===== src/uartPkg.sv =====
// ~~~~~~~~~~~~~~~~~~~~
// UART definitions
// Transmitter states and 8N1 frame constants
// ~~~~~~~~~~~~~~~~~~~~
`default_nettype none

package uartPkg;

    // Transmitter FSM states
    typedef enum logic [1:0] {
        uartIdle  = 2'd0,
        uartStart = 2'd1,
        uartData  = 2'd2,
        uartStop  = 2'd3
    } uartStateT;

    // Data bits per frame, sent LSB first
    localparam int FrameDataBits = 8;

    // Line level of the start bit
    localparam logic StartBitLevel = 1'b0;

    // Line level of the stop bit, also the idle level
    localparam logic StopBitLevel = 1'b1;

endpackage

`default_nettype wire


===== src/uartTx.sv =====
// ~~~~~~~~~~~~~~~~~~~~
// UART transmitter, 8N1
// Sends one byte per load on the baud tick, busy while framing
// ~~~~~~~~~~~~~~~~~~~~
`timescale 1ns/100ps
`default_nettype none

module uartTx (
    input  wire logic                               clk,
    input  wire logic                               syncRstN,
    input  wire logic                               baudTick,
    input  wire logic                               txLoad,
    input  wire logic [uartPkg::FrameDataBits-1:0]  txData,
    output logic                                    txBusy,
    output logic                                    txd
);

    // Counter also covers the stop bit step
    localparam int CntBits = $clog2(uartPkg::FrameDataBits + 1);

    uartPkg::uartStateT                  state;
    logic [uartPkg::FrameDataBits-1:0]   shiftReg;
    logic [CntBits-1:0]                  bitCnt;

    // ~~~~~~~~~~~~~~~~~~~~
    // Frame FSM
    // ~~~~~~~~~~~~~~~~~~~~
    always_ff @(posedge clk or negedge syncRstN) begin
        if (!syncRstN) begin
            state  <= uartPkg::uartIdle;
            bitCnt <= '0;
            txd    <= uartPkg::StopBitLevel;
        end else begin
            case (state)
                uartPkg::uartIdle: begin
                    txd <= uartPkg::StopBitLevel;
                    // Byte only taken while idle, loads during a frame are lost
                    if (txLoad) begin
                        state <= uartPkg::uartStart;
                    end
                end
                uartPkg::uartStart: begin
                    // Wait for the tick so the start bit is a full period
                    if (baudTick) begin
                        txd    <= uartPkg::StartBitLevel;
                        bitCnt <= '0;
                        state  <= uartPkg::uartData;
                    end
                end
                uartPkg::uartData: begin
                    if (baudTick) begin
                        // Last step puts the stop bit out, the shifter fills with it
                        txd <= shiftReg[0];
                        if (bitCnt == CntBits'(uartPkg::FrameDataBits)) begin
                            state <= uartPkg::uartStop;
                        end else begin
                            bitCnt <= bitCnt + 1'b1;
                        end
                    end
                end
                uartPkg::uartStop: begin
                    // Stop bit held for one period, then free
                    if (baudTick) begin
                        txd   <= uartPkg::StopBitLevel;
                        state <= uartPkg::uartIdle;
                    end
                end
                default: begin
                    state <= uartPkg::uartIdle;
                end
            endcase
        end
    end

    // ~~~~~~~~~~~~~~~~~~~~
    // Shift register
    // ~~~~~~~~~~~~~~~~~~~~
    always_ff @(posedge clk) begin
        if (state == uartPkg::uartIdle && txLoad) begin
            shiftReg <= txData;
        end else if (state == uartPkg::uartData && baudTick) begin
            // LSB first
            shiftReg <= {uartPkg::StopBitLevel, shiftReg[uartPkg::FrameDataBits-1:1]};
        end
    end

    assign txBusy = (state != uartPkg::uartIdle);

endmodule

`default_nettype wire


===== config.mk =====
export PLATFORM = sky130hd
export DESIGN_NAME = uartTx
export DESIGN_NICKNAME = d
export VERILOG_FILES = /design/src/uartPkg.sv /design/src/uartTx.sv
export SDC_FILE = /design/constraint.sdc
export NUM_CORES = 1
export LEC_CHECK = 0
export BUFFER_PORTS_ARGS = -buffer_cell sky130_fd_sc_hd__buf_2
export CORE_MARGIN = 8
export CORE_UTILIZATION = 40
export DETAILED_ROUTE_END_ITERATION = 8
export PLACE_DENSITY = 0.67
export SYNTH_ARGS = -nofsm -noshare
export SYNTH_HDL_FRONTEND = slang
export SYNTH_SLANG_ARGS = --single-unit
export TNS_END_PERCENT = 20

===== constraint.sdc =====
create_clock -name clk -period 1.6 [get_ports clk]
set_clock_uncertainty 0.15 [all_clocks]
set_input_delay 0.08 -clock clk [delete_from_list [all_inputs] [get_ports clk]]
set_output_delay 0.08 -clock clk [all_outputs]
set_load 0.01 [all_outputs]

== Word-level counts from Yosys, hierarchy flattened ==
Index checks and enable logic that the tools add are counted.
Storage, ports and cells
  register bits after elaboration: 15
  latch bits: 0
  RAM bits: 0
  ROM bits: 0
  input port bits: 12
  output and inout port bits: 2
  word-level logic and storage cells: 40
  memories: 0
Cells by class
  add/subtract/negate cells: 1
  multipliers: 0
  divide/modulo/power cells: 0
  magnitude comparators: 0
  equality and inequality tests: 10
  shift-type cells: 0
  muxes and demuxes: 16
  bitwise operators: 0
  reductions and logical operators: 9
Operator list (count)
  $mux 8: 2
  $mux 4: 3
  $ne 2x2->1 const B: 6
  $mux 2: 5
  $pmux 2 s4: 1
  $pmux 4 s2: 1
  $reduce_bool 2->1: 3
  $reduce_and 5->1: 1
  $add 4x1->4 const B: 1
  $eq 2x2->1 const B: 2
  $eq 4x4->1 const B: 1
  $pmux 1 s4: 1
  $reduce_and 4->1: 1
  $mux 1: 3
  $reduce_and 3->1: 1
  $eq 2x1->1 const B: 1
  $logic_and 1x1->1: 2
  $logic_not 2->1: 1

== Depth between registers and ports, before layout ==
  depth in word-level cells: 4
  depth in mapped cells: 6
  mapped depth without buffers: 6

== Least setup slack after synthesis ==
Ideal clock, no wire load.
  path type: register to register
  start point: reg state[0]
  end point: reg state[1]
  library setup time: 0.125 ns
  arrival: 1.365 ns
  required time: 1.325 ns
  slack: -0.040 ns
  stages on the path, launching flop included: 6
  buffers on the path: 0
  clock period less this slack: 1.640 ns
  path through: dfrtp_1 > inv_1 > ha_1 > nor3_1 > o221a_4 > mux2_4
Between the ends
  longest elaborated chain between the ends: 3
  elaborated cells between the ends (all ways): 11
  those cells by class: eq/ne (8); mux (1); reduce/logical (2)
RTL lines
  start: declaration: RTL line uartTx.sv:21  | uartPkg::uartStateT state;
  start signal: assignment: RTL line uartTx.sv:30  | state <= uartPkg::uartIdle;
  start signal: assignment: RTL line uartTx.sv:39  | state <= uartPkg::uartStart;
  start signal: assignment: RTL line uartTx.sv:47  | state <= uartPkg::uartData;
  $eq 2x2->1 (tied with other cells): RTL line uartTx.sv:34  | case (state)
  $ne 2x2->1 (no source line)
  $reduce_and 5->1 (no source line)
Several ways; a longest one is shown, not always the timed one.
A chain may end at the register's enable or synchronous reset.

== Worst setup path in the final report ==
  start point: reg state[1]
  end point: reg state[1]
Same word-level chain as after synthesis.

==> summary.txt <==
Crit start category: flip-flop
Leak: 0.544 nW
Setup CP Type: reg2reg
Post-CTS Setup Bufs: 0
Crit path required time: 1.62 ns
Hold WC Path Type: in2async
Number of diodes: 0
Post-synthesis sequential area ratio: 0.503
Crit path time final: 1.66 ns
Post-place setup slack: -0.0939 ns
Seq. cell area: 419 µm²
Post-Synth Adder-Cell Area: 0.0906
Violated checks: negative setup slack
H-tree Lvls: 1
Buf/Inv on CP: 3
Fraction of layout cells with a size suffix above 1: 0.514
Worst-Margin Slew: 0.202 ns
M3 GR Usage: 0.0271
IO Pins: 14
Detailed-route via count: 646
Total Nets Final: 128
Worst-path fanout max: 3
Per-cell routed wire length: 13.2 µm
Clk root buf: clkbuf_4
Crit. End Element: flip-flop
Setup-failing EPs final: 1
Die width: 61.5 µm
Compound-cell area share of the yosys netlist: 0.106
Syn Area/Cell: 12.0 µm²
Total gr overflow: 0
Vias in the first global route: 675
Worst EP arrival: 1.68 ns
Status: finished with violations
Final hold violation count: 0
Main combinational cell family by area after synthesis: simple AND/OR/NAND/NOR gates
Clock Pin Slew Worst Setup and Hold Paths: 0.10 ns
Starting Density: 0.422
CP top delay family: flip-flops
MaxCap Viol Count: 0
CP max-delay cell: dfrtp_2
First-pass GRT wire length: 2.90 mm
R2R depth: 6
Initial DRC count: 13
Mux contribution to synthesized area: 0.113
Met2 Track Usage GR: 0.177
Buffers on Ports: 13
Yosys top cell area share: 0.290
Routability congestion estimate: 0.810
Post-detail-place hpwl: 1.28 mm
Site Rows: 16
Met1 GRT Util: 0.124
First-pass DRT Iterations: 4
Total CTS buffers: 3
Simple-Gate Fraction of Synth Area: 0.148
Area grow syn2layout: 50.0%
GRT Util Overall: 0.104
Sink Count: 15
Vias per cell: 4.75
#FFs+latches synth: 15
Period utilization: 1.04
PwrDens: 1800 nW/µm²
Largest cells by area after synthesis: edfxtp_1, dfrtp_1, mux2_2
Crit path largest cell delay: 0.47 ns
Most Used Layer, Global Route: met2
Fmax: 604 MHz
Headroom to the max-slew limit: 0.865
Full die area: 3780 µm²
WL final: 1.79 mm
Number of cells on the critical path: 6
Syn nets: 87
Multi-input gate area: 445 µm²
Filler cells: 173
Initial antenna violation count: 0
RSZ-0062 raised after global routing: yes
Synth unique cells: 25
Worst vdd ir: 1310 µV
Largest net degree at the start of global routing: 12
Core ar.: 1960 µm²
Fin worst setup slack: -0.0561 ns
Setup TNS: -0.0561 ns
Clock Tree Buf Depth: 2
Max Slew Vio Count: 0
Gate Count Post-Synth: 69
Residual DRC: 0
CTS tree: yes
Worst path cell trace: inv_4, ha_4, buf_4, inv_1, o221a_4, mux2_4
Synth Area in XOR/XNOR: 0
Die Ht: 61.5 µm
Post-route ant nets: 0
Top cell type by total area after synthesis: edfxtp_1
Synth warn: 0
Clk_lat worst skew: 0.28 ns
Syn Std Cell Area: 828 µm²
[worst register-to-register path: stages (launching register included)]
cell     delay, ns
dfrtp_2       0.47
inv_4         0.09
ha_4          0.14
buf_4         0.10
inv_1         0.04
o221a_4       0.26
mux2_4        0.29
[metrics by stage]
| stage | instances | utilization | total power [mW] | cell area, µm² | hold WS (ns) |
|---|---|---|---|---|---|
| floorplan | 69 | - | 1.35 | 833 | -0.366 |
| detailed placement | 122 | 0.527 | 1.78 | 1030 | -0.218 |
| CTS | 136 | 0.613 | 2.11 | 1200 | 0.00847 |
| global placement | 122 | 0.527 | 1.75 | 1030 | -0.219 |
| finish | 136 | 0.633 | 2.23 | 1240 | 0.00642 |
| global route | 136 | 0.633 | 2.41 | 1240 | 0.0119 |
[report_power, final]
| group | total [mW] | leakage [nW] | switching (mW) | internal (mW) |
|---|---|---|---|---|
| registers | 0.743 | 0.156 | 0.120 | 0.623 |
| clock network | 0.216 | 0.0177 | 0.124 | 0.0925 |
| logic | 1.28 | 0.370 | 0.544 | 0.731 |
| total | 2.23 | 0.544 | 0.788 | 1.45 |
[registers in the layout, indices dropped and copies added, names as in the netlist]
| register | flops |
|---|---|
| shiftReg | 8 |
| state | 2 |
| bitCnt | 4 |
| txd | 1 |
[worst paths after layout]
check	startpoint	to	slack, ns
min in group clk	txLoad	state[1]	0.15
max in group asynchronous	syncRstN	txd	1.05
max reg2reg	state[1]	state[1]	-0.06
min reg2reg	txd	txd	0.34
max	state[1]	state[1]	-0.06
min	syncRstN	bitCnt[1]	0.006
[area by class of cell]
cell class                      count  share of cell area
Multi-Input combinational cell     46               0.359
Clock inverter                      1             0.00403
Timing Repair Buffer               38               0.233
Inverter                            6              0.0222
Tap cell                           27              0.0272
Sequential cell                    15               0.337
Clock buffer                        3              0.0181
[layout by cell type (no fill, tap or decap)]
cell,count
nor3_1,1
buf_4,12
ha_4,4
nand3b_4,1
nor2b_1,1
buf_2,13
nand3_1,4
a22o_1,3
o221a_4,1
o21ai_1,1
nand4_1,1
mux2_4,1
a31oi_1,1
nor3_4,1
nand2b_1,1
dfrtp_2,2
dfstp_2,1
o32a_1,1
buf_6,3
o21ai_0,4
nand2_1,4
nand3b_1,1
nor2_1,1
inv_4,2
clkbuf_4,3
ha_1,2
edfxtp_1,8
dlygate4sd3_1,10
or2_2,1
inv_1,4
clkinv_2,1
dfrtp_1,4
mux2_2,7
and2b_1,1
nand2_2,2
nor2_2,1
[synth_stat cells]
library cell / count
nand3b_1: 1
dfrtp_1: 6
dfstp_2: 1
mux2_4: 1
nand3b_4: 1
ha_1: 6
nand2_1: 5
nor3_1: 2
o221a_4: 1
nand4_1: 1
buf_2: 2
inv_1: 6
o21ai_0: 5
nand2b_1: 1
nor2b_1: 1
nand3_1: 4
and2b_1: 1
o32a_1: 1
mux2_2: 7
a22o_1: 3
a31oi_1: 1
nor2_1: 2
or2_2: 1
edfxtp_1: 8
nand2_2: 1
[metal layers]
layer | part of all wire | up-vias
li1 | - | 330
met1 | 0.45 | 305
met2 | 0.51 | 9
met3 | 0.030 | 2
met4 | 0.0061 | 0
met5 | 0 | -
[what timing repair did]
action                                  in CTS  in global routing
gates resized for setup                     11                 10
endpoints found under the setup margin      17                 20
hold endpoints to repair                    16                  0
pin swaps                                    2                  3
hold buffers                                10                  0
[cell families after synthesis]
kind of cell / after synthesis
AND/OR/NAND/NOR: 21
flip-flops: 15
AO/OA/AOI/OAI: 11
buffers and inverters: 8
multiplexers: 8
adder cells (fa/ha/maj): 6
Power figures use the tool's default switching activity.
