===== src/hostBusPkg.sv =====
// ~~~~~~~~~~~~~~~~~~~~
// Host bus definitions
// Cycle kinds seen on the CPU pin bus plus the memory and port map
// ~~~~~~~~~~~~~~~~~~~~
`default_nettype none

package hostBusPkg;

    // Kind of CPU bus cycle after strobe decoding
    typedef enum logic [2:0] {
        cycIdle     = 3'd0,
        cycMemRead  = 3'd1,
        cycMemWrite = 3'd2,
        cycIoRead   = 3'd3,
        cycIoWrite  = 3'd4,
        cycRefresh  = 3'd5
    } busCycleT;

    // ~~~~~~~~~~~~~~~~~~~~
    // Memory map
    // ~~~~~~~~~~~~~~~~~~~~

    // RAM decodes the low 10 address bits, 1 KB block at the bottom
    localparam int RamBlockBits = 10;

    // ~~~~~~~~~~~~~~~~~~~~
    // I/O map, port number lives on A15..A8
    // ~~~~~~~~~~~~~~~~~~~~

    // UART transmit data, write only
    localparam logic [7:0] UartDataPort = 8'h01;

    // UART status, bit 0 is transmitter busy
    localparam logic [7:0] UartStatusPort = 8'h02;

endpackage

`default_nettype wire


===== src/busDecode.sv =====
// ~~~~~~~~~~~~~~~~~~~~
// CPU bus cycle decoder
// Syncs the strobes, issues one request per cycle and muxes read data
// ~~~~~~~~~~~~~~~~~~~~
`timescale 1ns/100ps
`default_nettype none

module busDecode #(
    parameter int AddrWidth = 16,
    parameter int DataWidth = 8
) (
    input  wire logic                                 clk,
    input  wire logic                                 syncRstN,
    input  wire logic [AddrWidth-1:0]                 addr,
    input  wire logic [DataWidth-1:0]                 dataIn,
    input  wire logic                                 nMreq,
    input  wire logic                                 nIorq,
    input  wire logic                                 nRd,
    input  wire logic                                 nWr,
    input  wire logic                                 nRfsh,
    input  wire logic [DataWidth-1:0]                 ramQ,
    input  wire logic                                 txBusy,
    output logic      [DataWidth-1:0]                 dataOut,
    output logic                                      dataOe,
    output logic      [hostBusPkg::RamBlockBits-1:0]  ramAddr,
    output logic      [DataWidth-1:0]                 ramWData,
    output logic                                      ramWe,
    output logic                                      txLoad,
    output logic      [DataWidth-1:0]                 txData
);

    // Bit positions in the strobe vector
    localparam int IdxMreq = 4;
    localparam int IdxIorq = 3;
    localparam int IdxRd   = 2;
    localparam int IdxWr   = 1;
    localparam int IdxRfsh = 0;

    logic [4:0]           strobeS1;
    logic [4:0]           strobeS2;
    hostBusPkg::busCycleT cycNow;
    hostBusPkg::busCycleT cycPrev;
    logic                 cycEntry;
    logic                 ramHit;
    logic [7:0]           portNum;
    logic                 oeRam;
    logic                 oeStatus;
    logic [DataWidth-1:0] wDataQ;

    // Strobes are active low, refresh wins over everything
    function automatic hostBusPkg::busCycleT classify(input logic [4:0] s);
        hostBusPkg::busCycleT kind;
        kind = hostBusPkg::cycIdle;
        if (!s[IdxRfsh]) kind = hostBusPkg::cycRefresh;
        else if (!s[IdxMreq] && !s[IdxRd]) kind = hostBusPkg::cycMemRead;
        else if (!s[IdxMreq] && !s[IdxWr]) kind = hostBusPkg::cycMemWrite;
        else if (!s[IdxIorq] && !s[IdxRd]) kind = hostBusPkg::cycIoRead;
        else if (!s[IdxIorq] && !s[IdxWr]) kind = hostBusPkg::cycIoWrite;
        return kind;
    endfunction

    // ~~~~~~~~~~~~~~~~~~~~
    // Decode
    // ~~~~~~~~~~~~~~~~~~~~
    assign cycNow   = classify(strobeS2);
    // First cycle of a new bus cycle
    assign cycEntry = (cycNow != hostBusPkg::cycIdle) && (cycPrev == hostBusPkg::cycIdle);
    // Only the lowest 1 KB block is populated
    assign ramHit   = (addr[AddrWidth-1:hostBusPkg::RamBlockBits] == '0);
    assign portNum  = addr[AddrWidth-1 -: 8];
    assign ramAddr  = addr[hostBusPkg::RamBlockBits-1:0];

    always_ff @(posedge clk or negedge syncRstN) begin
        if (!syncRstN) begin
            strobeS1 <= '1;
            strobeS2 <= '1;
            cycPrev  <= hostBusPkg::cycIdle;
            ramWe    <= 1'b0;
            txLoad   <= 1'b0;
            oeRam    <= 1'b0;
            oeStatus <= 1'b0;
        end else begin
            // Two stage sync of the asynchronous CPU strobes
            strobeS1 <= {nMreq, nIorq, nRd, nWr, nRfsh};
            strobeS2 <= strobeS1;
            cycPrev  <= cycNow;
            ramWe    <= cycEntry && (cycNow == hostBusPkg::cycMemWrite) && ramHit;
            txLoad   <= cycEntry && (cycNow == hostBusPkg::cycIoWrite) &&
                        (portNum == hostBusPkg::UartDataPort);
            // Read drive holds for the whole cycle
            if (cycEntry) begin
                oeRam    <= (cycNow == hostBusPkg::cycMemRead) && ramHit;
                oeStatus <= (cycNow == hostBusPkg::cycIoRead) &&
                            (portNum == hostBusPkg::UartStatusPort);
            end else if (cycNow == hostBusPkg::cycIdle) begin
                oeRam    <= 1'b0;
                oeStatus <= 1'b0;
            end
        end
    end

    // Write byte captured together with the request
    always_ff @(posedge clk) begin
        if (cycEntry) begin
            wDataQ <= dataIn;
        end
    end

    assign ramWData = wDataQ;
    assign txData   = wDataQ;

    // ~~~~~~~~~~~~~~~~~~~~
    // Read data
    // ~~~~~~~~~~~~~~~~~~~~
    assign dataOe = oeRam | oeStatus;

    always_comb begin
        if (oeStatus) dataOut = {{(DataWidth-1){1'b0}}, txBusy};
        else if (oeRam) dataOut = ramQ;
        else dataOut = '0;
    end

endmodule

`default_nettype wire


===== config.mk =====
export PLATFORM = sky130hd
export DESIGN_NAME = busDecode
export DESIGN_NICKNAME = d
export VERILOG_FILES = /design/src/hostBusPkg.sv /design/src/busDecode.sv
export SDC_FILE = /design/constraint.sdc
export NUM_CORES = 1
export LEC_CHECK = 0
export BUFFER_PORTS_ARGS = -buffer_cell sky130_fd_sc_hd__buf_2
export CAP_MARGIN = 0
export CORE_ASPECT_RATIO = 1.75
export CORE_MARGIN = 5
export CORE_UTILIZATION = 30
export CTS_BUF_LIST = sky130_fd_sc_hd__clkbuf_8
export DETAILED_ROUTE_END_ITERATION = 8
export PLACE_DENSITY = 0.61
export SLEW_MARGIN = 40
export SYNTH_ARGS = -nofsm -noshare
export SYNTH_HDL_FRONTEND = slang
export SYNTH_SLANG_ARGS = --single-unit
export TNS_END_PERCENT = 20

===== constraint.sdc =====
create_clock -name clk -period 1.7 [get_ports clk]
set_input_delay 0.255 -clock clk [delete_from_list [all_inputs] [get_ports clk]]
set_output_delay 0.255 -clock clk [all_outputs]
set_load 0.01 [all_outputs]

* Word-level counts from Yosys, hierarchy flattened *
Cells that the tools add are included.

operators by class
  equality and inequality tests = 6
  mux-type cells = 10
  bitwise operators = 1
  reduce and logical (&&, ||, !) cells = 20

operator list
  kind                  number
  $mux W8               2
  $mux W3               5
  $logic_and A1 B1 Y1   11
  $eq A8 B1 Y1 const B  1
  $eq A8 B2 Y1 const B  1
  $eq A3 B2 Y1 const B  2
  $logic_not A3 Y1      2
  $logic_not A6 Y1      1
  $logic_not A1 Y1      4
  $eq A3 B1 Y1 const B  1
  $eq A3 B3 Y1 const B  1
  $mux W1               3
  $reduce_bool A3 Y1    1
  $reduce_bool A2 Y1    1
  $or A1 B1 Y1          1

word-level totals
  flip-flop bits (word level) = 25
  input bits = 40
  word-level logic and storage cells = 45

* Longest topological paths before layout *
  depth in word-level cells = 11
  gate-level depth with buffers = 3

* Worst setup path after synthesis *
OpenSTA, ideal clock, no wires.

  path type = reg-to-reg
  start point = reg cycPrev[1]
  end point = reg wDataQ[0] (netlist: ramWData[0]), enable pin
  library setup time = 0.324 ns
  data arrival time = 0.970 ns
  data required time = 1.376 ns
  setup slack = 0.406 ns
  cell stages (with the launch flop) = 4
  path buffers = 0
  clock period less this slack = 1.294 ns
  cell sequence = dfrtp_1 -> nor3_1 -> o21ai_0 -> inv_1

between the ends
  word-level cells in the longest chain between the ends = 2

RTL lines
  item                      RTL line          text
  start: declaration        busDecode.sv:42   hostBusPkg::busCycleT cycPrev;
  start signal: assignment  busDecode.sv:77   cycPrev <= hostBusPkg::cycIdle;
  start signal: assignment  busDecode.sv:86   cycPrev <= cycNow;
  $logic_not A3 Y1          busDecode.sv:67   assign cycEntry = (cycNow != hostBusPkg::cycIdle) && (cycPrev == hostBusPkg::cycIdle);
  $logic_and A1 B1 Y1       busDecode.sv:67
  net cycEntry              busDecode.sv:43   logic cycEntry;
  end signal: assignment    busDecode.sv:105  wDataQ <= dataIn;
  end: declaration          busDecode.sv:48   logic [DataWidth-1:0] wDataQ;

The timed path passes the listed nets, and every way through them passes these cells.
A chain may end at the register's enable or synchronous reset.

* Worst setup path in the final report *
  start point = reg oeStatus
  end point = out dataOut[3]

between the ends
  word-level cells in the longest chain between the ends = 1

RTL lines
  item                      RTL line          text
  start: declaration        busDecode.sv:47   logic oeStatus;
  start signal: assignment  busDecode.sv:93   oeStatus <= (cycNow == hostBusPkg::cycIoRead) &&
  $mux W8                   busDecode.sv:118  if (oeStatus) dataOut = {{(DataWidth-1){1'b0}}, txBusy};
  end: declaration          busDecode.sv:23   output logic [DataWidth-1:0] dataOut,

Every way passes these cells.

==> results.tsv <==
stage	metric	value	unit
sta	fmax	0.657	GHz
hold_path	hold_class	primary input to register	
clock_network	cts_root_buf	clkbuf_8	
critical_path	worstPathCellList	nor2b_1 -> and2_1 -> buf_2	
clock_network	cts_hold_buffers	1	
synth	ys_types	27	
critical_path	crit_arrival	1.27	ns
synth	netlist_area	1070	sq um
power	vdd_ir_drop_max	0.000563	V
clock_network	post_cts_resized	0	
hold_path	min_path_cells	1	
clock_network	max-clock-path-buffers	2	
cells_and_area	nets	173	
critical_path	worstSetupPathType	register to primary output	
power	power.internal	0.873	mW
critical_path	critPathTopFamily	simple AND/OR/NAND/NOR gates	
sta	slew_violations	0	
sta	finalCriticalPeriod	1.52	ns
place	gp_congestion	0.857	
routing	ant_nets	0	
critical_path	start_kind	register	
critical_path	reg2reg_depth	3	
synth	synthFlopType	dfstp_2	
power	pwr-share-comb	9.5	%
cells_and_area	final_cells	177	
floorplanning	die_area	4920	sq um
critical_path	path_buf_inv	1	
clock_network	htree_levels	1	
cells_and_area	register_area	678	sq um
synth	synth_edf_count	8	
grt	grt_pass1_vias	764	
synth	yosys_warnings	0	
place	portBuffers	60	
floorplanning	core_area	3430	sq um
synth	yosys.area.top_type_share	24.5	%
cells_and_area	antenna_cells	0	
routing	drc_errors	0	
sta	finalClockSkew	0.00532	ns
grt	grt.total_usage	9.07	%
power	power.leakage	0.655	nW
run	max_cap_viol_count	0	
synth	ys_ff_latch	25	
power	power.switching	0.240	mW
outcome	status	finished clean	
floorplanning	die_w	55.2	um
critical_path	worstPathRequired	1.44	ns
critical_path	critPathSlowestCell	dfrtp_1	
grt	gr-total-overflow	0	
cells_and_area	multi_input_area	253	sq um
sta	fin_setup_tns	0	ns
sta	rsz0062_at_grt	false	
cells_and_area	areaGrowthSynthToFinish	25.8	%
sta	slew_headroom	75.4	%
clock_network	cts_tree	built	
grt	grt_max_degree	18	
power	power_frac_seq	60.6	%
routing	first_pass_iters	4	
synth	synth.area.top_cells	dfstp_2, edfxtp_1, dfrtp_1	
synth	ys_async_sr_fraction	68.0	%
cells_and_area	drive_gt1_share	58.3	%
floorplanning	initial_core_util	31.3	%
synth	synth_area_leader_cell	dfstp_2	
critical_path	crit_cells	3	
routing	via_per_inst	4.42	
synth	seq_area_frac_synth	63.2	%
clock_network	post-cts-setup-buffer-count	0	
clock_network	clk_pin_slew	0.08	ns
routing	vias	783	
critical_path	path_max_fanout	7	
routing	avgRoutedWirePerCell	12.4	um
critical_path	slowest_delay	0.42	ns
clock_network	clock_latency	0.26	ns
sta	tightest_slew	0.368	ns
synth	synth.top_cells.by_count	buf_4, dfstp_2, edfxtp_1	
power	power_density	825	nW/um^2
synth	syn-num-nets	125	
floorplanning	std_cell_rows	28	
floorplanning	io_pins	77	
synth	syn_area_per_cell	12.6	sq um
synth	synthCells	85	
routing	drt-total-wl	2190	um
floorplanning	die_y	89.1	um
sta	hold_viol	0	
grt	grt_pass1_wl	3450	um
clock_network	cts_sinks	25	
power	power_frac_clock	29.9	%
place	dpl.cell_count	172	
sta	setup_viol	0	
cells_and_area	fillerInstances	370	
clock_network	numCtsBuffers	3	
synth	yosysMostFrequentCell	buf_4	
sta	fin_crit_sh	89.5	%
grt	antenna_found_initial	0	
critical_path	end_kind	primary output	
routing	drtIter0Drc	14	
power	switching_share	21.6	%
## placed cells by master, fill, tap and decap left out, types with 2 or more instances in the layout
cell       n
a21oi_1    2
nor4b_1    2
nand2_1    6
edfxtp_1   8
clkbuf_8   3
buf_2     60
and2_1     7
nor2_1     5
dfstp_2   10
inv_1      3
dfrtp_1    7
o21ai_0    2
## sequential cells by signal, indices dropped and copies added, names as in the netlist
register / cells
strobeS1: 5
strobeS2: 5
cycPrev: 3
ramWData: 8
ramWe: 1
oeStatus: 1
oeRam: 1
txLoad: 1
## area by class of cell
type,count,area share (%)
clock inverters,1,0.278
flip-flops and latches,25,50.2
inverters,2,0.556
repair buffers,61,23.0
clock buffers,3,3.06
multi-input cells,40,18.7
well taps,45,4.17
## cells by family after synthesis
family                 share of synthesized area (%)
and+or+nand+nor                                 17.8
DFF                                             63.2
buffers and inverters                           13.3
AOI/OAI and AO/OA                               5.71
## routing by layer
metal  track usage [%]  share of wire [%]
met1              8.51                 34
met3              4.77                 14
met2              15.8                 51
met4              5.09                1.5
met5                 0                  0
## power by group through the flow
| stage | registers [mW] | clock network [mW] | logic, mW |
|---|---|---|---|
| global placement | 0.685 | 0 | 0.104 |
| finish | 0.675 | 0.333 | 0.106 |
| detailed placement | 0.686 | 0 | 0.106 |
| floorplan | 0.686 | 0 | 0.0670 |
| global route | 0.679 | 0.377 | 0.117 |
| CTS | 0.675 | 0.344 | 0.108 |
## final timing paths
kind / start / end / slack, ns
hold reg to reg: strobeS1[2] / strobeS2[2] / 0.35
setup / recovery: oeStatus / dataOut[3] / 0.18
max in group asynchronous: syncRstN / strobeS2[1] / 0.97
setup reg to reg: cycPrev[0] / ramWData[4] / 0.23
min in group asynchronous: syncRstN / cycPrev[2] / 0.42
hold / removal: nIorq / strobeS1[3] / 0.08
## per-stage QoR
stage	util, %	setup slack (ns)	total power [mW]	hold WS [ns]	instance area [sq um]
floorplan	-	0.406	0.753	-0.0406	1070
global placement	37.7	0.308	0.789	0.182	1290
detailed placement	37.7	0.254	0.793	0.190	1290
CTS	39.3	0.162	1.13	0.0740	1350
global route	39.3	0.0757	1.17	0.0659	1350
finish	39.3	0.178	1.11	0.0779	1350
No activity file was read; power rests on OpenSTA's default activity.
