File: src/clockReset.sv
// ~~~~~~~~~~~~~~~~~~~~
// Reset synchronizer and baud tick
// ~~~~~~~~~~~~~~~~~~~~
`timescale 1ns/100ps
`default_nettype none

module clockReset #(
    parameter int ClksPerBit = 16
) (
    input  wire logic clk,
    input  wire logic rstN,
    output logic      syncRstN,
    output logic      baudTick
);

    // Counter needs at least one bit
    localparam int CntBits = (ClksPerBit > 1) ? $clog2(ClksPerBit) : 1;

    logic [1:0]         rstSync;
    logic [CntBits-1:0] baudCnt;

    // ~~~~~~~~~~~~~~~~~~~~
    // Reset synchronizer
    // ~~~~~~~~~~~~~~~~~~~~

    // Assert at once, release two edges after rstN rises
    always_ff @(posedge clk or negedge rstN) begin
        if (!rstN) begin
            rstSync <= 2'b00;
        end else begin
            rstSync <= {rstSync[0], 1'b1};
        end
    end

    assign syncRstN = rstSync[1];

    // ~~~~~~~~~~~~~~~~~~~~
    // Baud rate enable
    // ~~~~~~~~~~~~~~~~~~~~

    // Free running, one tick per bit period
    always_ff @(posedge clk or negedge syncRstN) begin
        if (!syncRstN) begin
            baudCnt  <= '0;
            baudTick <= 1'b0;
        end else begin
            baudTick <= (baudCnt == CntBits'(ClksPerBit - 1));
            if (baudCnt == CntBits'(ClksPerBit - 1)) begin
                baudCnt <= '0;
            end else begin
                baudCnt <= baudCnt + 1'b1;
            end
        end
    end

endmodule

`default_nettype wire

File: config.mk
export PLATFORM = sky130hd
export DESIGN_NAME = clockReset
export DESIGN_NICKNAME = d
export VERILOG_FILES = /design/src/clockReset.sv
export SDC_FILE = /design/constraint.sdc
export NUM_CORES = 1
export LEC_CHECK = 0
export BUFFER_PORTS_ARGS = -buffer_cell sky130_fd_sc_hd__clkbuf_2
export CORE_AREA = 8 8 45 47
export DETAILED_ROUTE_END_ITERATION = 16
export DIE_AREA = 0 0 53 55
export GPL_ROUTABILITY_DRIVEN = 0
export PLACE_DENSITY = 0.36
export SYNTH_ARGS = -nofsm -noshare
export SYNTH_HDL_FRONTEND = slang
export SYNTH_SLANG_ARGS = --single-unit
File: constraint.sdc
create_clock -name clk -period 1.3 [get_ports clk]
set_input_delay 0.065 -clock clk [delete_from_list [all_inputs] [get_ports clk]]
set_output_delay 0.065 -clock clk [all_outputs]
set_load 0.01 [all_outputs]
[Word-level counts from Yosys, hierarchy flattened]
Cells that the tools add are included.
Cells by class
  add/subtract/negate cells: 1
  mux-type cells: 1
  equal/unequal tests: 1
Operators by type and width (number)
  $add 4x1->4 const B: 1
  $eq 4x4->1 const B: 1
  $mux 4: 1
Storage, ports and cells
  input bits: 2
  register bits after elaboration: 7
  logic and storage cells: 6
  output and inout bits: 2

[Depth between registers and ports, before layout]
Gate-level depths: netlist (run 1).
  word-level depth: 2
  depth in mapped cells: 3
  mapped depth without buffers: 3

[Worst setup path after synthesis (run 1)]
OpenSTA, ideal clock, no wires.
  kind: register to register
  from: register baudCnt[0]
  to: register baudCnt[3]
  arrival: 871 ps
  period minus slack after synthesis: 997 ps
  path slack: 303 ps
  stages on the path, launching flop included: 3
  required time: 1174 ps
  path buffers: 0
  cells stage by stage: dfrtp_1 > and4b_1 > a311o_1
On the way
  cells in the longest elaborated chain, start to end: 2
Ends and longest elaborated chain
  start: declaration: line 20  | logic [CntBits-1:0] baudCnt;
  start signal: assignment: line 51  | baudCnt <= baudCnt + 1'b1;
  $add 4x1->4 or $eq 4x4->1 (tied branches): line 51, 48
  $mux 4 *: line 48  | if (baudCnt == CntBits'(ClksPerBit - 1)) begin
Mark *: on every way between the ends. The rest lies on a longest branch, timed or not.

[Worst setup path in the final report (run 1)]
Ends and elaborated chain as after synthesis.

==> flow_summary_export.csv, run 1 <==
group,metric,value,unit
timing,period_needed,1.035,ns
setup_path,reg2reg_from,"baudCnt[0]$_DFF_PN0_",
run,maxCapViolCount,0,
finish,final_common_cell,"dfrtp_1",
power,p_per_area,1343,nW/µm²
floorplan,core,1384,µm²
finish,utilization,0.2306,
power,vdd.ir_drop.worst,0.0005852,V
finish,nFillCells,146,
yosys,synth_nets,20,
setup_path,critPathLaunch,"baudCnt[0]$_DFF_PN0_",
clocking,clkSlewWorstSetupHoldPaths,0.06,ns
detailed_routing,drt_pass1_iterations,2,
setup_path,crit_fanout,4,
detailed_routing,wl_per_cell,9.415,µm
clocking,cts_buffers,3,
status,run_status,"finished clean",
finish,antenna-diode-count,0,
floorplan,rows,14,
placement,numPortBuffers,3,
clocking,clock-sinks,7,
detailed_routing,vias_per_cell,3.585,
timing,final.setup.tns,0,ns
yosys,syn_inst,17,
global_routing,grt_antenna_before_repair,0,
finish,layout_common_cells,"dfrtp_1 (7), clkbuf_4 (3), clkbuf_2 (3)",
global_routing,grt_pass1_wl,724,µm
detailed_routing,drt_iter0_markers,2,
clocking,clockRootBuffer,"clkbuf_4",
setup_path,critical_path_class,"reg2reg",
floorplan,initial_core_util,0.1790,
global_routing,grt_pass1_vias,180,
floorplan,dieHeight,55,µm
yosys,synth-seq-area-share,0.7071,
detailed_routing,routed_wl,386,µm
yosys,syn-cell-area,247.7,µm²
setup_path,cp.arrival,1.17,ns
clocking,cts_resized,0,
detailed_routing,ant_nets,0,
floorplan,die_area,2915,µm²
yosys,ys_seq_elements,7,
timing,rsz0062_at_grt,"no",
setup_path,critPathLaunchType,"register",
timing,hold_viol_final,0,
min_path,min_path_type,"reg2async",
timing,finalClockSkew,0.007470,ns
clocking,clock_path_buffers,2,
timing,fmax,0.9666,GHz
clocking,cts_tree,"yes",
floorplan,die_w,53,µm
detailed_routing,drc,0,
yosys,synth_area_per_cell,14.57,µm²
timing,drv_slew,0,
finish,area_growth,28.79,%
global_routing,grt_overflow_total,0,
global_routing,grt_max_degree,7,
clocking,htreeDepth,1,
global_routing,grt_use_total,0.03730,
setup_path,critPathCaptureType,"register",
finish,nNetsFinal,29,
timing,min_period_over_period,0.7958,
detailed_routing,dr_total_vias,147,
timing,finalSetupViolations,0,
yosys,ys_types,11,
yosys,yosysWarningCount,0,
power,cellLeakagePower,0.1658,nW
floorplan,pin_count,4,
finish,drive_gt1_frac,0.3200,
clocking,clock_latency,0.25,ns
setup_path,cp_data_required_time,1.44,ns
[cell type report]
class,count,area (µm²),share of cell area
Sequential cell,7,175.2,0.5490
Clock buffer,4,26.28,0.08235
Multi-Input combinational cell,9,68.82,0.2157
Inverter,1,3.754,0.01176
Timing Repair Buffer,4,25.02,0.07843
Tap cell,16,20.02,0.06275
[worst paths after layout]
check,end,slack [ns],cells after the start
min,baudCnt[3]$_DFF_PN0_,0.08,0
min reg2reg,baudCnt[3]$_DFF_PN0_,0.08,0
max in group asynchronous,baudCnt[1]$_DFF_PN0_,1.02,0
max reg2reg,baudCnt[3]$_DFF_PN0_,0.27,2
min in group clk,rstSync[1]$_DFF_PN0_,0.37,0
max,baudCnt[3]$_DFF_PN0_,0.27,2
[flip-flops by register name, summed over array words and instances (netlist names)]
register and count:
baudCnt 4, rstSync 2, baudTick 1
[report_power, final]
part           switching, W  leakage [nW]  internal, W
Clock             0.0000791        0.0150     0.000117
Sequential       0.00000368        0.0891     0.000221
Combinational    0.00000323        0.0617   0.00000401
Total             0.0000860         0.166     0.000342
[critical path, stage by stage, from the launching register on]
cell and delay, ns:
dfrtp_1 0.40, and4b_1 0.21, a311o_1 0.31
[synth_stat cells]
master / number / area (µm²)
nor2_1: 1 / 3.750
nand2_1: 1 / 3.750
xor2_1: 1 / 8.760
inv_1: 1 / 3.750
ha_1: 1 / 12.51
and2b_2: 1 / 8.760
dfrtp_1: 7 / 175.2
a311o_1: 1 / 10.01
conb_1: 1 / 3.750
and3_2: 1 / 7.510
and4b_1: 1 / 10.01
[per-layer routing]
metal / GRT usage / vias to the layer above / routed length, µm
met4: 0.01293 / 0 / 0
met2: 0.04688 / 6 / 147
met5: 0 / - / 0
met3: 0.04813 / 0 / 65
met1: 0.03533 / 70 / 172
li1: - / 71 / -
[kinds of logic (layout without fill, tap and decap cells)]
logic type      after synthesis  in the layout  share of synthesized area
compound gates                1              1                    0.04041
other cells                   1              1                    0.01514
flops                         7              7                     0.7071
simple gates                  5              5                     0.1364
fa+ha+maj                     1              1                    0.05050
buf+inv                       1              9                    0.01514
xor+xnor                      1              1                    0.03536
[timing repair]
action,4_1_cts,5_1_grt
hold buffers,1,0
endpoints found under the hold margin,2,0
buffers inserted,0,0
[metrics by stage]
step | total power [W] | setup WS, ns | instances | hold WS (ns) | cell area (µm²)
final | 0.0004285 | 0.2654 | 41 | 0.07882 | 319.1
after global routing | 0.0004603 | 0.2293 | 41 | 0.1152 | 319.1
after CTS | 0.0004428 | 0.2619 | 41 | 0.09439 | 319.1
after detailed placement | 0.0002341 | 0.2560 | 36 | -0.1465 | 282.8
after global placement | 0.0002339 | 0.2862 | 36 | -0.1491 | 282.8
after floorplan | 0.0002290 | 0.3032 | 17 | -0.2306 | 247.7
Power figures use the tool's default switching activity.
==> run 2, diff against run 1 <==
- clock period: 1.3 -> 1 ns (I/O delays scaled with it)
==> run 2 against run 1 <==
Net effect: the flow now finishes with violations (negative setup slack); register-to-register slack got worse by 0.29 ns; worst setup slack got worse by 0.29 ns; sequential power increased by 28%; final area increased by 8.6%; die area unchanged; via count increased by 4.8%; routed wire length increased by 10%; clock-buffer cell count unchanged; critical endpoint unchanged; largest cell class unchanged.
==> flow_summary_export.csv, run 2 (same netlist as run 1, synthesis figures left out) <==
group,metric,value,unit
status,run_status,"finished with violations",
status,violations,"negative setup slack",
power,power.internal,0.0004481,W
floorplan,pin_count,4,
placement,numPortBuffers,3,
global_routing,grt_pass1_vias,181,
finish,antenna-diode-count,0,
global_routing,grt_overflow_total,0,
finish,nNetsFinal,31,
power,cellLeakagePower,0.1730,nW
global_routing,grt_antenna_before_repair,0,
finish,largest_register_ffs,4,
detailed_routing,wl_per_cell,9.907,µm
setup_path,critPathLaunchType,"register",
power,pwr-share-comb,0.028,
floorplan,rows,14,
power,p_clk_frac,0.464,
detailed_routing,routed_wl,426,µm
clocking,clkSlewWorstSetupHoldPaths,0.05,ns
finish,layout_common_cells,"dfrtp_1 (7), clkbuf_4 (3), clkbuf_2 (3)",
placement,dp.cells,37,
power,p_sw_frac,0.2127,
power,vdd.ir_drop.worst,0.0004937,V
setup_path,cp.arrival,1.16,ns
clocking,clock_path_buffers,2,
timing,rsz0062_at_grt,"yes",
timing,final.setup.tns,-0.02363,ns
setup_path,crit_fanout,4,
finish,seqCellArea,175.2,µm²
clocking,clock_latency,0.25,ns
timing,fmax,0.9769,GHz
setup_path,cp_data_required_time,1.14,ns
clocking,clock-sinks,7,
timing,min_period_over_period,1.024,
clocking,cts_buffers,3,
power,p_seq_frac,0.508,
global_routing,grt_max_degree,6,
global_routing,grt_pass1_wl,793,µm
setup_path,slowest_stage,"dfrtp_1",
placement,place_area,290.3,µm²
timing,finalSetupViolations,1,
finish,final_common_cell,"dfrtp_1",
detailed_routing,drt_pass1_iterations,2,
timing,period_needed,1.024,ns
setup_path,critical_path_class,"reg2reg",
finish,multi_input_area,81.33,µm²
finish,regMostFlops,"baudCnt",
finish,largest_registers,"baudCnt x4, rstSync x2, baudTick x1",
floorplan,die_area,2915,µm²
detailed_routing,ant_nets,0,
floorplan,initial_core_util,0.1790,
setup_path,cp_cell_sequence,"and2b_2 > a311o_1",
finish,area_growth,39.90,%
timing,drv_slew,0,
run,maxCapViolCount,0,
floorplan,core,1384,µm²
detailed_routing,dr_total_vias,154,
setup_path,slowest_delay,0.40,ns
setup_path,critPathCaptureType,"register",
floorplan,dieHeight,55,µm
clocking,cts_tree,"yes",
global_routing,grt_use_total,0.04171,
timing,finalClockSkew,0.0008684,ns
timing,hold_viol_final,0,
clocking,htreeDepth,1,
detailed_routing,drc,0,
clocking,clockRootBuffer,"clkbuf_4",
finish,final_cells,43,
finish,design_area,346.6,µm²
power,p_per_area,1642,nW/µm²
detailed_routing,vias_per_cell,3.581,
floorplan,die_w,53,µm
finish,nFillCells,149,
timing,worst_slack,-0.02363,ns
detailed_routing,drt_iter0_markers,1,
min_path,min_path_type,"in2async",
power,switchingPower,0.0001211,W
finish,drive_gt1_frac,0.4074,
==> run 2: timing repair <==
action | CTS | global route
endpoints found under the setup margin | 2 | 2
setup buffers | 1 | 0
hold buffers | 1 | 0
gates resized for setup | 1 | 1
pin swaps | 2 | 2
hold endpoints to repair | 2 | 0
==> run 2: worst paths after layout <==
path / startpoint / to / slack [ns] / cells past startpoint
setup / recovery: baudCnt[3]$_DFF_PN0_ / baudCnt[3]$_DFF_PN0_ / -0.02 / 2
hold / removal: rstN / rstSync[1]$_DFF_PN0_ / 0.10 / 2
setup reg to reg: baudCnt[3]$_DFF_PN0_ / baudCnt[3]$_DFF_PN0_ / -0.02 / 2
hold reg to reg: rstSync[1]$_DFF_PN0_ / baudCnt[3]$_DFF_PN0_ / 0.16 / 1
max in group asynchronous: rstSync[1]$_DFF_PN0_ / baudCnt[0]$_DFF_PN0_ / 0.73 / 1
min in group clk: rstSync[0]$_DFF_PN0_ / rstSync[1]$_DFF_PN0_ / 0.36 / 0
==> run 2: layout make-up <==
cell class	instances	share of cell area
clock buffers	4	0.07581
inverters	1	0.01083
multi-input cells	9	0.2347
flip-flops and latches	7	0.5054
well taps	16	0.05776
repair buffers	6	0.1155
==> run 2: worst max-delay path, delay by kind of cell, from the launching register on <==
family / cells / cell delay, ns
AO/OA/AOI/OAI: 1 / 0.31
AND/OR/NAND/NOR: 1 / 0.20
flip-flops: 1 / 0.40
==> run 2: power groups by stage <==
stage	Sequential (W)	Combinational (W)	Clock, W
after floorplan	0.000297	0.000000325	0
after global placement	0.000294	0.0000133	0
after detailed placement	0.000294	0.0000137	0
after CTS	0.000289	0.0000166	0.000273
after global routing	0.000289	0.0000187	0.000292
final	0.000289	0.0000157	0.000264
==> run 2: per-stage QoR <==
stage / util / worst slack [ns] / power, W / hold WS (ns)
finish: 0.2505 / -0.02363 / 0.0005692 / 0.1046
global route: 0.2505 / -0.06509 / 0.0006002 / 0.1137
CTS: 0.2432 / -0.02639 / 0.0005788 / 0.09762
detailed placement: 0.2098 / -0.04734 / 0.0003079 / -0.1608
global placement: 0.2098 / -0.03153 / 0.0003077 / -0.1641
floorplan: - / 0.003167 / 0.0002977 / -0.2456
==> run 2: metal layers <==
layer  wire [µm]  up-vias  global-route usage
li1            -       74                   -
met2         185        7             0.05859
met1         173       70             0.03538
met3          42        3             0.02941
met4          25        0             0.05172
met5           0        -                   0
==> run 3, diff against run 2 <==
- GPL_TIMING_DRIVEN: not set -> 0
==> run 3 against run 2 <==
Net effect: the flow still finishes with violations (negative setup slack); final cell count fell by 2.3%; fmax rose by 0.56%; utilization fell by 0.45 points; first-iteration DRC count rose by 100%; sequential share of layout area rose by 1.3 points; clock-buffer cell count did not move; combinational power fell by 41%; die area did not move; critical path type unchanged; largest power group unchanged.
==> flow_summary_export.csv, run 3 (same netlist as run 1, synthesis figures left out) <==
group,metric,value,unit
detailed_routing,drc,0,
setup_path,cp_cell_sequence,"and2b_2 > a311o_1",
global_routing,grt_antenna_before_repair,0,
floorplan,initial_core_util,0.1790,
placement,place_area,282.8,µm²
finish,largest_register_ffs,4,
clocking,clock_path_buffers,2,
detailed_routing,vias_per_cell,3.500,
timing,finalSetupViolations,1,
finish,final_common_cell,"dfrtp_1",
clocking,clock_latency,0.25,ns
setup_path,path_delay_family,"flip-flops",
clocking,cts_buffers,3,
setup_path,crit_buf_inv,0,
timing,final.setup.tns,-0.01791,ns
setup_path,critical_path_class,"reg2reg",
clocking,cts_tree,"yes",
timing,period_needed,1.018,ns
floorplan,pin_count,4,
floorplan,die_w,53,µm
finish,design_area,340.3,µm²
power,cellLeakagePower,0.1672,nW
detailed_routing,drt_pass1_iterations,2,
detailed_routing,routed_wl,410,µm
detailed_routing,drt_iter0_markers,2,
floorplan,dieHeight,55,µm
clocking,clkSlewWorstSetupHoldPaths,0.05,ns
floorplan,rows,14,
detailed_routing,ant_nets,0,
finish,antenna-diode-count,0,
timing,worst_slack,-0.01791,ns
setup_path,critPathCaptureType,"register",
finish,drive_gt1_frac,0.4231,
finish,area_growth,37.37,%
timing,min_period_over_period,1.018,
finish,utilization,0.2459,
detailed_routing,dr_total_vias,147,
placement,numPortBuffers,3,
placement,dp.cells,36,
floorplan,die_area,2915,µm²
power,vdd.ir_drop.worst,0.0004970,V
setup_path,cp_data_required_time,1.13,ns
placement,place_hpwl,284.3,µm
detailed_routing,wl_per_cell,9.762,µm
status,run_status,"finished with violations",
status,violations,"negative setup slack",
power,finalPower,0.0005578,W
finish,regMostFlops,"baudCnt",
finish,largest_registers,"baudCnt x4, rstSync x2, baudTick x1",
finish,nFillCells,150,
setup_path,slowest_stage,"dfrtp_1",
timing,hold_viol_final,0,
global_routing,grt_max_degree,7,
setup_path,slowest_delay,0.40,ns
run,maxCapViolCount,0,
global_routing,grt_pass1_wl,759,µm
global_routing,grt_use_total,0.03954,
timing,drv_slew,0,
timing,rsz0062_at_grt,"yes",
global_routing,grt_overflow_total,0,
setup_path,crit_fanout,4,
setup_path,cp.arrival,1.15,ns
clocking,htreeDepth,1,
power,p_per_area,1639,nW/µm²
setup_path,critPathLaunchType,"register",
min_path,min_path_type,"reg2async",
timing,fmax,0.9824,GHz
global_routing,grt_pass1_vias,187,
finish,nNetsFinal,30,
clocking,clock-sinks,7,
clocking,clockRootBuffer,"clkbuf_4",
floorplan,core,1384,µm²
finish,final_cells,42,
timing,finalClockSkew,0.001193,ns
finish,layout_common_cells,"dfrtp_1 (6), clkbuf_4 (3), clkbuf_2 (3)",
## run 3: cell count changes in the layout (fill, tap and decap cells not counted)
| cell | before | now |
|---|---|---|
| buf_4 | 2 | 1 |
| dfrtp_1 | 7 | 6 |
| dfrtp_2 | 0 | 1 |
## run 3: stage by stage
stage	hold WS [ns]	setup slack, ns
6_report	0.07986	-0.01791
3_5_place_dp	-0.1610	-0.03662
5_1_grt	0.09882	-0.06196
3_3_place_gp	-0.1643	-0.02981
2_1_floorplan	-0.2456	0.003167
4_1_cts	0.09851	-0.01229
## run 3: path summary, 6_finish.rpt
| check | slack (ns) | cells after the start | from | endpoint |
|---|---|---|---|---|
| max | -0.02 | 2 | baudCnt[3]$_DFF_PN0_ | baudCnt[3]$_DFF_PN0_ |
| min | 0.08 | 0 | rstSync[1]$_DFF_PN0_ | baudTick$_DFF_PN0_ |
| max reg2reg | -0.02 | 2 | baudCnt[3]$_DFF_PN0_ | baudCnt[3]$_DFF_PN0_ |
| min reg2reg | 0.08 | 0 | rstSync[1]$_DFF_PN0_ | baudTick$_DFF_PN0_ |
| max in group asynchronous | 0.78 | 0 | rstSync[1]$_DFF_PN0_ | baudCnt[3]$_DFF_PN0_ |
| min in group clk | 0.35 | 0 | rstSync[0]$_DFF_PN0_ | rstSync[1]$_DFF_PN0_ |
## run 3: area by class of cell
| cell class | instances | area (µm²) | area share |
|---|---|---|---|
| flip-flops and latches | 7 | 176.4 | 0.5184 |
| multi-input cells | 9 | 81.33 | 0.2390 |
| repair buffers | 5 | 32.53 | 0.09559 |
| clock buffers | 4 | 26.28 | 0.07721 |
| well taps | 16 | 20.02 | 0.05882 |
| inverters | 1 | 3.754 | 0.01103 |
## run 3: repair_timing
action                                  CTS  global route
hold buffers                              1             0
buffers inserted                          1             0
endpoints found under the hold margin     2             0
pin swaps                                 2             1
resized for setup                         1             2
endpoints found under the setup margin    2             3
## run 3: power by group
part	internal [W]	total [W]	switching, W	leakage, nW
clock	0.000152	0.000255	0.000103	0.0150
combinational	0.00000521	0.00000932	0.00000411	0.0641
sequential	0.000288	0.000293	0.00000500	0.0881
## run 3: per-layer routing
layer	GRT usage	up-vias	part of all wire
met2	0.05664	4	0.42
met5	0	-	0
met3	0.01872	0	0.090
met1	0.03698	71	0.49
li1	-	72	-
met4	0.05172	0	0
